### config.mk
export PLATFORM = sky130hd
export DESIGN_NAME = servo_output_top
export DESIGN_NICKNAME = d
export VERILOG_FILES = /design/src/servo_pkg.sv /design/src/sample_router.sv /design/src/output_preprocessor.sv /design/src/dac_queue.sv /design/src/servo_output_top.sv
export SDC_FILE = /design/constraint.sdc
export NUM_CORES = 2
export LEC_CHECK = 0
export ABC_AREA = 1
export ABC_CLOCK_PERIOD_IN_PS = 22800
export BUFFER_PORTS_ARGS = -buffer_cell sky130_fd_sc_hd__buf_2
export CORE_UTILIZATION = 46
export DETAILED_ROUTE_END_ITERATION = 7
export MAX_ROUTING_LAYER = met4
export PLACE_DENSITY = 0.69
export SYNTH_ARGS = -nofsm -noshare
export SYNTH_HDL_FRONTEND = slang
export SYNTH_HIERARCHICAL = 1
export SYNTH_SLANG_ARGS = --single-unit
### constraint.sdc
create_clock -name clk_in -period 22.8 [get_ports clk_in]
set_input_delay 1.14 -clock clk_in [delete_from_list [all_inputs] [get_ports clk_in]]
set_output_delay 1.14 -clock clk_in [all_outputs]
set_load 0.03 [all_outputs]
### src/servo_pkg.sv
package servo_pkg;

	//////////////////////////////////////////////////
	// widths and counts
	//////////////////////////////////////////////////

	localparam int N_CHAN = 4;                          // servo channels
	localparam int W_IN = 18;                           // error sample width
	localparam int W_OUT = 16;                          // dac word width
	localparam int W_CHAN = $clog2(N_CHAN);             // channel tag width
	localparam int W_GAIN = 8;                          // gain factor width
	localparam int COMP_LATENCY = 3;                    // cycles in pp_compute
	localparam int W_CNT = $clog2(COMP_LATENCY + 1);    // sequencer counter width

	//////////////////////////////////////////////////
	// vector types
	//////////////////////////////////////////////////

	typedef logic signed [W_IN-1:0] sample_t;           // raw error sample
	typedef logic signed [W_OUT-1:0] dac_word_t;        // dac output word
	typedef logic [W_CHAN-1:0] chan_t;                  // channel index
	typedef logic [W_GAIN-1:0] gain_t;                  // unsigned gain
	typedef logic [W_CNT-1:0] cnt_t;                    // state cycle counter

	// channel configuration defaults
	localparam dac_word_t DEF_MAX = {1'b0, {(W_OUT-1){1'b1}}};   // largest positive word
	localparam dac_word_t DEF_MIN = {1'b1, {(W_OUT-1){1'b0}}};   // most negative word
	localparam dac_word_t DEF_INIT = '0;                          // start at zero
	localparam gain_t DEF_MULT = gain_t'(1);                      // unity gain

	//////////////////////////////////////////////////
	// bundles
	//////////////////////////////////////////////////

	typedef struct packed {
		chan_t chan;        // target channel
		sample_t data;      // error value
	} in_sample_s;

	typedef struct packed {
		dac_word_t out_max;     // upper bound
		dac_word_t out_min;     // lower bound
		dac_word_t out_init;    // value while unlocked
		gain_t gain;            // scale factor
	} chan_cfg_s;

	typedef struct packed {
		chan_t chan;        // source channel tag
		dac_word_t data;    // finished word
	} dac_out_s;

	typedef enum logic [1:0] {
		pp_idle = 2'd0,     // wait for sample
		pp_compute = 2'd1,  // pipeline settle
		pp_send = 2'd2,     // word valid downstream
		pp_done = 2'd3      // latch previous output
	} pp_state_e;

endpackage

### src/sample_router.sv
`timescale 1ns/1ps

module sample_router (
	input logic clk_in,
	input logic reset_in,
	input servo_pkg::in_sample_s sample,                    // tagged error sample
	input logic sample_valid,                               // sample strobe
	input servo_pkg::chan_cfg_s cfg,                        // front-panel config word
	input servo_pkg::chan_t cfg_chan,                       // config target channel
	input logic update_en,                                  // arms the update pulse
	input logic update,                                     // config write pulse
	output servo_pkg::sample_t ch_sample [servo_pkg::N_CHAN],
	output logic [servo_pkg::N_CHAN-1:0] ch_valid,
	output servo_pkg::chan_cfg_s ch_cfg,                    // shared by all channels
	output logic [servo_pkg::N_CHAN-1:0] ch_update
);

	logic cfg_write;    // qualified write

	assign cfg_write = update & update_en;  // only place update_en matters

	//////////////////////////////////////////////////
	// sample steering
	//////////////////////////////////////////////////

	always_ff @(posedge clk_in) begin
		for (int i = 0; i < servo_pkg::N_CHAN; i++) begin
			if (sample_valid && sample.chan == servo_pkg::chan_t'(i)) begin
				ch_sample[i] <= sample.data;    // hold until next hit
			end
		end
	end

	always_ff @(posedge clk_in) begin
		if (reset_in) begin
			ch_valid <= '0;
		end else begin
			for (int i = 0; i < servo_pkg::N_CHAN; i++) begin
				ch_valid[i] <= sample_valid && (sample.chan == servo_pkg::chan_t'(i));
			end
		end
	end

	//////////////////////////////////////////////////
	// config steering
	//////////////////////////////////////////////////

	always_ff @(posedge clk_in) begin
		if (cfg_write) begin
			ch_cfg <= cfg;      // one copy, strobe picks the channel
		end
	end

	always_ff @(posedge clk_in) begin
		if (reset_in) begin
			ch_update <= '0;
		end else begin
			for (int i = 0; i < servo_pkg::N_CHAN; i++) begin
				ch_update[i] <= cfg_write && (cfg_chan == servo_pkg::chan_t'(i));  // one-hot
			end
		end
	end

endmodule

### src/output_preprocessor.sv
`timescale 1ns/1ps

module output_preprocessor (
	input logic clk_in,
	input logic reset_in,
	input servo_pkg::sample_t sample,       // routed error sample
	input logic sample_valid,               // sample strobe
	input servo_pkg::chan_cfg_s cfg,        // incoming config
	input logic update,                     // load cfg strobe
	input logic lock_en,                    // lock level
	output servo_pkg::dac_word_t data,      // processed word
	output logic data_valid                 // high in pp_send
);

	servo_pkg::pp_state_e state;            // sequencer state
	servo_pkg::cnt_t cnt;                   // cycles spent in pp_compute
	servo_pkg::chan_cfg_s cfg_q;            // active configuration
	servo_pkg::dac_word_t raw;              // captured top bits of sample
	servo_pkg::dac_word_t prev;             // last emitted word

	logic signed [servo_pkg::W_OUT+servo_pkg::W_GAIN:0] prod;  // full scaled value
	logic signed [servo_pkg::W_OUT:0] sum;                      // full accumulated value
	servo_pkg::dac_word_t prod_sat;         // step 2 result
	servo_pkg::dac_word_t sum_sat;          // step 3 result
	servo_pkg::dac_word_t locked;           // step 4 result
	servo_pkg::dac_word_t upper;            // after out_max limit

	//////////////////////////////////////////////////
	// datapath
	//////////////////////////////////////////////////

	// gain is unsigned, so widen with a zero before the signed multiply
	assign prod = raw * $signed({1'b0, cfg_q.gain});

	assign prod_sat = (prod > servo_pkg::DEF_MAX) ? servo_pkg::DEF_MAX :
		(prod < servo_pkg::DEF_MIN) ? servo_pkg::DEF_MIN :
		prod[servo_pkg::W_OUT-1:0];                          // in range, keep low bits

	assign sum = prod_sat + prev;                            // one extra bit, no wrap

	assign sum_sat = (sum > servo_pkg::DEF_MAX) ? servo_pkg::DEF_MAX :
		(sum < servo_pkg::DEF_MIN) ? servo_pkg::DEF_MIN :
		sum[servo_pkg::W_OUT-1:0];

	assign locked = lock_en ? sum_sat : cfg_q.out_init;     // hold init while unlocked

	assign upper = ($signed(locked) > $signed(cfg_q.out_max)) ? cfg_q.out_max : locked;

	assign data = ($signed(upper) < $signed(cfg_q.out_min)) ? cfg_q.out_min : upper;

	assign data_valid = (state == servo_pkg::pp_send);

	//////////////////////////////////////////////////
	// registers
	//////////////////////////////////////////////////

	always_ff @(posedge clk_in) begin
		if (state == servo_pkg::pp_idle && sample_valid) begin
			raw <= sample[servo_pkg::W_IN-1 -: servo_pkg::W_OUT];  // drop lsbs
		end
	end

	always_ff @(posedge clk_in) begin
		if (reset_in) begin
			cfg_q.out_max <= servo_pkg::DEF_MAX;
			cfg_q.out_min <= servo_pkg::DEF_MIN;
			cfg_q.out_init <= servo_pkg::DEF_INIT;
			cfg_q.gain <= servo_pkg::DEF_MULT;
		end else if (update) begin
			cfg_q <= cfg;                   // synchronous load
		end
	end

	always_ff @(posedge clk_in) begin
		if (reset_in) begin
			prev <= '0;
		end else if (update) begin
			prev <= cfg.out_init;           // restart accumulator
		end else if (state == servo_pkg::pp_done) begin
			prev <= data;                   // word just sent
		end
	end

	//////////////////////////////////////////////////
	// sequencer
	//////////////////////////////////////////////////

	always_ff @(posedge clk_in) begin
		if (reset_in) begin
			state <= servo_pkg::pp_idle;
			cnt <= '0;
		end else begin
			case (state)
				servo_pkg::pp_idle: begin
					if (sample_valid) begin
						state <= servo_pkg::pp_compute;
						cnt <= '0;
					end
				end
				servo_pkg::pp_compute: begin
					if (cnt == servo_pkg::cnt_t'(servo_pkg::COMP_LATENCY - 1)) begin
						state <= servo_pkg::pp_send;    // latency elapsed
					end else begin
						cnt <= cnt + 1'b1;
					end
				end
				servo_pkg::pp_send: begin
					state <= servo_pkg::pp_done;        // single valid cycle
				end
				servo_pkg::pp_done: begin
					state <= servo_pkg::pp_idle;
				end
				default: begin
					state <= servo_pkg::pp_idle;
				end
			endcase
		end
	end

endmodule

### src/dac_queue.sv
`timescale 1ns/1ps

module dac_queue (
	input logic clk_in,
	input logic reset_in,
	input servo_pkg::dac_word_t ch_data [servo_pkg::N_CHAN],  // per-channel words
	input logic [servo_pkg::N_CHAN-1:0] ch_valid,              // per-channel strobes
	output servo_pkg::dac_out_s dac,                           // tagged word
	output logic dac_valid                                     // one word per strobe
);

	logic [servo_pkg::N_CHAN-1:0] pending;                 // slot holds a word
	servo_pkg::dac_word_t held [servo_pkg::N_CHAN];        // slot contents
	servo_pkg::chan_t last_chan;                           // channel served last
	servo_pkg::chan_t pick;                                // winner this cycle
	logic found;                                           // any slot pending

	//////////////////////////////////////////////////
	// round-robin pick
	//////////////////////////////////////////////////

	// scan starts one past the last served channel and wraps
	always_comb begin
		found = 1'b0;
		pick = last_chan;
		for (int off = 1; off <= servo_pkg::N_CHAN; off++) begin
			if (!found &&
				pending[(int'(last_chan) + off) % servo_pkg::N_CHAN]) begin
				found = 1'b1;
				pick = servo_pkg::chan_t'((int'(last_chan) + off) % servo_pkg::N_CHAN);
			end
		end
	end

	//////////////////////////////////////////////////
	// slots
	//////////////////////////////////////////////////

	always_ff @(posedge clk_in) begin
		for (int i = 0; i < servo_pkg::N_CHAN; i++) begin
			if (ch_valid[i]) begin
				held[i] <= ch_data[i];      // capture on strobe
			end
		end
	end

	always_ff @(posedge clk_in) begin
		if (reset_in) begin
			pending <= '0;
		end else begin
			for (int i = 0; i < servo_pkg::N_CHAN; i++) begin
				if (ch_valid[i]) begin
					pending[i] <= 1'b1;             // new word wins over drain
				end else if (found && pick == servo_pkg::chan_t'(i)) begin
					pending[i] <= 1'b0;             // drained this cycle
				end
			end
		end
	end

	//////////////////////////////////////////////////
	// output register
	//////////////////////////////////////////////////

	always_ff @(posedge clk_in) begin
		if (found) begin
			dac.chan <= pick;
			dac.data <= held[pick];
		end
	end

	always_ff @(posedge clk_in) begin
		if (reset_in) begin
			dac_valid <= 1'b0;
			last_chan <= servo_pkg::chan_t'(servo_pkg::N_CHAN - 1);  // first scan hits ch 0
		end else begin
			dac_valid <= found;
			if (found) begin
				last_chan <= pick;
			end
		end
	end

endmodule

### src/servo_output_top.sv
`timescale 1ns/1ps

module servo_output_top (
	input logic clk_in,
	input logic reset_in,
	input servo_pkg::in_sample_s sample,                // tagged error sample
	input logic sample_valid,
	input servo_pkg::chan_cfg_s cfg,                    // front-panel config
	input servo_pkg::chan_t cfg_chan,
	input logic update_en,
	input logic update,
	input logic [servo_pkg::N_CHAN-1:0] lock_en,        // per-channel lock level
	output servo_pkg::dac_out_s dac,
	output logic dac_valid
);

	servo_pkg::sample_t ch_sample [servo_pkg::N_CHAN];  // routed samples
	logic [servo_pkg::N_CHAN-1:0] ch_valid;
	servo_pkg::chan_cfg_s ch_cfg;                       // shared config word
	logic [servo_pkg::N_CHAN-1:0] ch_update;
	servo_pkg::dac_word_t pp_data [servo_pkg::N_CHAN];  // finished words
	logic [servo_pkg::N_CHAN-1:0] pp_valid;

	sample_router i_sample_router (
		.clk_in(clk_in),
		.reset_in(reset_in),
		.sample(sample),
		.sample_valid(sample_valid),
		.cfg(cfg),
		.cfg_chan(cfg_chan),
		.update_en(update_en),
		.update(update),
		.ch_sample(ch_sample),
		.ch_valid(ch_valid),
		.ch_cfg(ch_cfg),
		.ch_update(ch_update)
	);

	// one engine per channel
	for (genvar g = 0; g < servo_pkg::N_CHAN; g++) begin : gen_pp
		output_preprocessor i_output_preprocessor (
			.clk_in(clk_in),
			.reset_in(reset_in),
			.sample(ch_sample[g]),
			.sample_valid(ch_valid[g]),
			.cfg(ch_cfg),
			.update(ch_update[g]),
			.lock_en(lock_en[g]),
			.data(pp_data[g]),
			.data_valid(pp_valid[g])
		);
	end

	dac_queue i_dac_queue (
		.clk_in(clk_in),
		.reset_in(reset_in),
		.ch_data(pp_data),
		.ch_valid(pp_valid),
		.dac(dac),
		.dac_valid(dac_valid)
	);

endmodule

# Word level (Yosys, flattened, before mapping)
# Memory sizes are Yosys's and may differ from the RTL's. A register that Yosys moved wholly into a read port is not among the register bits.
# Cells that the tools add are included.
[op_classes]
n_bitwise = 5
mux = 96
n_addsub = 12
reduce_logical = 53
magnitude_cmp = 28
n_eq_ne = 37
n_mul = 4
[op_table]
columns = ["cell", "n"]
rows = [
  ["$mux 16", 36],
  ["$gt 25x16->1 const B", 4],
  ["$lt 25x16->1 const B", 4],
  ["$mul 16x9->25", 4],
  ["$add 16x16->17", 4],
  ["$gt 17x16->1 const B", 4],
  ["$lt 17x16->1 const B", 4],
  ["$gt 16x16->1", 4],
  ["$lt 16x16->1", 4],
  ["$mux 2", 20],
  ["$eq 2x2->1 const B", 18],
  ["$pmux 2 s4", 4],
  ["$mux 1", 28],
  ["$reduce_bool 2->1", 12],
  ["$logic_and 1x1->1", 19],
  ["$lt 3x4->1 const B", 4],
  ["$ne 2x2->1 const B", 8],
  ["$pmux 2 s2", 4],
  ["$eq 2x1->1 const B", 7],
  ["$logic_not 2->1", 7],
  ["$add 2x1->2 const B", 6],
  ["$reduce_and 3->1", 4],
  ["$bmux 1 s2", 4],
  ["$ne 2x1->1 const B", 4],
  ["other kinds (6)", 18],
]
[totals]
wordCells = 285
regBits = 513
mem_count = 1
ramBits = 64
[memory_table]
columns = ["name", "words", "word_bits", "read_ports", "rd_ports_with_merged_regs", "wr", "line_no", "text"]
rows = [
  ["i_dac_queue.held", 4, 16, 1, 1, 4, "dac_queue.sv:13", "servo_pkg::dac_word_t held [servo_pkg::N_CHAN];"],
]

# Depth between registers and ports, before layout
[depth]
word_depth = 20
ltp_mapped = 79
mapped_depth_nobuf = 76

# Cells and area by module
# Netlist, hierarchy kept.
[by_module_without_submodules]
columns = ["module", "instances", "area_per_inst_um2", "cells_each", "seq_area_each_um2"]
rows = [
  ["output_preprocessor at gen_pp[0].i_output_preprocessor ...", 2, 10650.2, 1466, 2001.9],
  ["output_preprocessor at gen_pp[2].i_output_preprocessor", 1, 10613.9, 1459, 2001.9],
  ["output_preprocessor at gen_pp[3].i_output_preprocessor", 1, 10552.6, 1435, 2001.9],
  ["sample_router", 1, 4119.0, 163, 4003.8],
  ["dac_queue", 1, 3570.9, 280, 2602.5],
]

# Worst setup path before layout
# Ideal clock, no wire load.
[synth_timing]
kind = "reg2reg"
start = "register gen_pp[0].i_output_preprocessor/cfg_q[5] (netlist bit)"
end = "memory i_dac_queue/held[0][10] (netlist bit) (data pin)"
synth_period_minus_slack_ns = 10.295
path_buffers = 6
setup_time_ns = 0.255
setup_slack_ns = 12.505
t_arrival_ns = 10.040
stages_incl_launch_ff = 65
required_time_ns = 22.545
cell_sequence = "dfxtp_1 > clkbuf_1 > clkbuf_1 > nand2_1 > fa_1 > fa_1 > inv_1 > fa_1 > inv_1 > fa_1 > inv_1 > ha_1 > a21oi_1 > o21ai_1 > a21oi_1 > o21ai_1 > a21boi_2 > o21ai_1 > [... 29 more ...] > nor2_1 > nand3_1 > nand2_1 > nand2_4 > inv_1 > clkbuf_1 > nand2_1 > nand2_1 > ha_1 > a21oi_1 > nand3b_1 > a21oi_1 > a2111oi_2 > nand2_4 > nand2_2 > buf_6 > nand3_2 > and2_1"
[synth_rtl]
columns = ["element", "line_no", "text"]
rows = [
  ["from (decl)", "output_preprocessor.sv:17", "servo_pkg::chan_cfg_s cfg_q;"],
  ["from (signal assigned)", "output_preprocessor.sv:70", "cfg_q <= cfg;"],
  ["to (decl)", "dac_queue.sv:13", ""],
]

# Worst setup path after layout
[layout_timing]
start = "register gen_pp[3].i_output_preprocessor/cfg_q[0] (netlist bit)"
end = "register gen_pp[3].i_output_preprocessor.prev[13]"
[layout_via]
elab_chain_len = 15
word_cells_on_any_way = 17
cone_classes = "add/sub (1); mul (1); order compare (6); mux (9)"
[layout_lines]
columns = ["element", "line_no", "text"]
rows = [
  ["from (decl)", "output_preprocessor.sv:17", ""],
  ["from (signal assigned)", "output_preprocessor.sv:70", ""],
  ["$mul 16x9->25 (*)", "output_preprocessor.sv:33", "assign prod = raw * $signed({1'b0, cfg_q.gain});"],
  ["$lt 25x16->1", "output_preprocessor.sv:36", "(prod < servo_pkg::DEF_MIN) ? servo_pkg::DEF_MIN :"],
  ["$mux 16", "output_preprocessor.sv:36", ""],
  ["$mux 16 (*)", "output_preprocessor.sv:35", "assign prod_sat = (prod > servo_pkg::DEF_MAX) ? servo_pkg::DEF_MAX :"],
  ["$add 16x16->17 (*)", "output_preprocessor.sv:39", "assign sum = prod_sat + prev;"],
  ["$lt 17x16->1", "output_preprocessor.sv:42", "(sum < servo_pkg::DEF_MIN) ? servo_pkg::DEF_MIN :"],
  ["$mux 16", "output_preprocessor.sv:42", ""],
  ["$mux 16 (*)", "output_preprocessor.sv:41", "assign sum_sat = (sum > servo_pkg::DEF_MAX) ? servo_pkg::DEF_MAX :"],
  ["$mux 16 (*)", "output_preprocessor.sv:45", "assign locked = lock_en ? sum_sat : cfg_q.out_init;"],
  ["$gt 16x16->1", "output_preprocessor.sv:47", "assign upper = ($signed(locked) > $signed(cfg_q.out_max)) ? cfg_q.out_max : locked;"],
  ["$mux 16 (*)", "output_preprocessor.sv:47", ""],
  ["$lt 16x16->1", "output_preprocessor.sv:49", "assign data = ($signed(upper) < $signed(cfg_q.out_min)) ? cfg_q.out_min : upper;"],
  ["$mux 16 (*)", "output_preprocessor.sv:49", ""],
  ["$mux 16 (*)", "output_preprocessor.sv:79", "end else if (state == servo_pkg::pp_done) begin"],
  ["$mux 16 (*)", "output_preprocessor.sv:77", "end else if (update) begin"],
  ["to (signal assigned)", "output_preprocessor.sv:78", "prev <= cfg.out_init;"],
  ["to (signal assigned)", "output_preprocessor.sv:80", "prev <= data;"],
  ["to (decl)", "output_preprocessor.sv:19", "servo_pkg::dac_word_t prev;"],
]
# Mark *: on every way between the ends. The rest lies on a longest branch, timed or not. The select of a mux whose other input is x is not followed.
# A chain may end at the register's enable or synchronous reset.

==> impl_metrics.tcl <==
set metrics [dict create \
    run_status "complete, no violations" \
    stdcell_area_sq_um 53600 \
    slew_violations 0 \
    cts_buffer_depth 3 \
    preCtsSetupSlack_ns 10.20 \
    die-height_um 331 \
    vias 39500 \
    p_total_mw 4.44 \
    grt_pass1_vias 38000 \
    hp-start "i_sample_router/ch_sample[20]" \
    syn_area_sq_um 49900 \
    dieWidth_um 331 \
    io_buffers 103 \
    cp.arrival_ns 13.33 \
    htreeDepth 3 \
    critPathKind "flop to flop" \
    critPathMaxStageDelay_ns 0.83 \
    insertion_delay_ns 0.64 \
    worstReg2RegStart "gen_pp[3].i_output_preprocessor/cfg_q[0]" \
    max_slew.worst_pin.slew_ns 1.38 \
    setup_tns_ns 0 \
    end_kind "flop" \
    dpl_cell_area_sq_um 51100 \
    antenna_found_initial 5 \
    ant_nets 0 \
    core_area_sq_um 107000 \
    crit_family "adder cells" \
    rsz0062_at_grt "no" \
    yosysWarningCount 6 \
    hold_end "gen_pp[2].i_output_preprocessor/raw[0]" \
    cts_hold_buf 0 \
    critPathMaxFanout 21 \
    hpwlAfterDp_um 106000 \
    clock-sinks 585 \
    ctsRootBufferMaster "clkbuf_16" \
    setup_slack_ns 10.02 \
    fmax_mhz 78.3 \
    initial_core_util_pct 46.5 \
    max_slew_margin_pct 7.34 \
    setup_viol 0 \
    syn_avg_cell_area_sq_um 7.97 \
    clk_pin_slew_ns 0.06 \
    powerDensity_nw_per_um2 82.9 \
    min_period_over_period_pct 56.1 \
    first_iter_violations 3416 \
    drc 0 \
    final_cell_mix "nand2_1 (1471), inv_1 (1318), a21oi_1 (475)" \
    max_cap_viol_count 0 \
    use_met1_pct 34.2 \
    fin_skew_ns 0.0387 \
    hold_depth 0 \
    met3_usage_pct 2.74 \
    cp_data_required_time_ns 23.35 \
    wl_per_cell_um 17.7 \
    grt_first_pass_wirelength_um 213000 \
    netlist_instances 6261 \
    dieArea_sq_um 110000 \
    nets 7096 \
    overflow 0 \
    viasPerCell 5.17 \
    final_common_cell "nand2_1" \
    worst_path_max_delay_cell "dfxtp_1" \
    place.gp.congestion 0.944 \
    grt_max_degree 80 \
    finalHoldViolations 0 \
    r2r_slack_ns 10.02 \
    fillers 10100 \
    synth_fp_nets 7172 \
    numCtsBuffers 68 \
    top_usage_layer "met2" \
    cp-start-kind "flop" \
    fin_crit_ns 12.78 \
    dr.pass1.iters 6 \
    hold_class "flop to flop" \
    grt.total_usage_pct 25.4 \
    worst-path-buf-inv 7 \
    p_leak_nw 28.2 \
    routed_wl_um 135000 \
    num_rows 120 \
    drive_gt1_share_pct 7.37 \
    area.growth.synth_to_final_pct 7.34 \
    ff2ff_path_depth 60 \
    grt.met2_usage_pct 39.8 \
    design.portCount 106 \
    cts_tree "done" \
    r2r-end "gen_pp[3].i_output_preprocessor/prev[13]" \
    ir_drop_mv 0.0831 \
    cts_resized 0 \
    cp_common_cell "nand2_1" \
    post_cts_buffers 0 \
]
## final cells by class
| type | instances | area [sq um] | area share [%] |
|---|---|---|---|
| inverters | 1342 | 5040 | 9.41 |
| diodes | 4 | 10.0 | 0.0187 |
| flip-flops and latches | 585 | 14400 | 26.8 |
| clock buffers | 86 | 1880 | 3.51 |
| repair buffers | 121 | 657 | 1.23 |
| clock inverters | 40 | 566 | 1.06 |
| multi-input cells | 4067 | 29300 | 54.7 |
| well taps | 1403 | 1760 | 3.28 |
## worst max-delay path by stage
| stage | depth (start not counted) | end | slack, ns | from |
|---|---|---|---|---|
| after global routing | 61 | gen_pp[3].i_output_preprocessor/prev[13] | 8.89 | gen_pp[3].i_output_preprocessor/cfg_q[0] |
| after global placement | 61 | gen_pp[3].i_output_preprocessor/prev[15] | 10.34 | gen_pp[3].i_output_preprocessor/cfg_q[0] |
| final | 60 | gen_pp[3].i_output_preprocessor/prev[13] | 10.02 | gen_pp[3].i_output_preprocessor/cfg_q[0] |
| after detailed placement | 61 | i_dac_queue/held[3][0] | 10.20 | gen_pp[3].i_output_preprocessor/cfg_q[0] |
| after floorplan | 64 | i_dac_queue/held[0][10] | 12.51 | gen_pp[0].i_output_preprocessor/cfg_q[5] |
| after CTS | 61 | gen_pp[3].i_output_preprocessor/prev[5] | 10.16 | gen_pp[3].i_output_preprocessor/cfg_q[0] |
## registers in the layout (all words and copies together), names as in the netlist
register,count
gen_pp.i_output_preprocessor/cfg_q,224
gen_pp.i_output_preprocessor/cnt,8
gen_pp.i_output_preprocessor/prev,64
gen_pp.i_output_preprocessor/raw,64
gen_pp.i_output_preprocessor/state,8
i_dac_queue/dac,18
i_dac_queue/dac_valid,1
i_dac_queue/held,64
i_dac_queue/last_chan,2
i_dac_queue/pending,4
i_sample_router/ch_cfg,56
i_sample_router/ch_sample,64
i_sample_router/ch_update,4
i_sample_router/ch_valid,4
## report_power, final
part / total [mW] / leakage (nW) / internal (mW) / switching (mW)
Sequential: 1.37 / 5.05 / 1.28 / 0.0911
Combinational: 1.88 / 21.9 / 0.611 / 1.27
Clock: 1.19 / 1.20 / 0.712 / 0.475
Total: 4.44 / 28.2 / 2.60 / 1.84
## layer usage
| layer | vias to the layer above | wire [um] | share of wire (%) |
|---|---|---|---|
| li1 | 19300 | - | - |
| met1 | 18900 | 60000 | 44 |
| met2 | 1174 | 61900 | 46 |
| met3 | 197 | 8440 | 6.2 |
| met4 | 0 | 5040 | 3.7 |
| met5 | - | 0 | 0 |
## through the flow
stage | hold slack [ns] | std cells | utilization, %
2_1_floorplan | 0.400 | 6261 | -
3_3_place_gp | 0.400 | 7518 | 47.6
3_5_place_dp | 0.405 | 7518 | 47.6
4_1_cts | 0.412 | 7644 | 49.9
5_1_grt | 0.421 | 7647 | 49.9
6_report | 0.410 | 7648 | 49.9
Power figures use the tool's default switching activity.
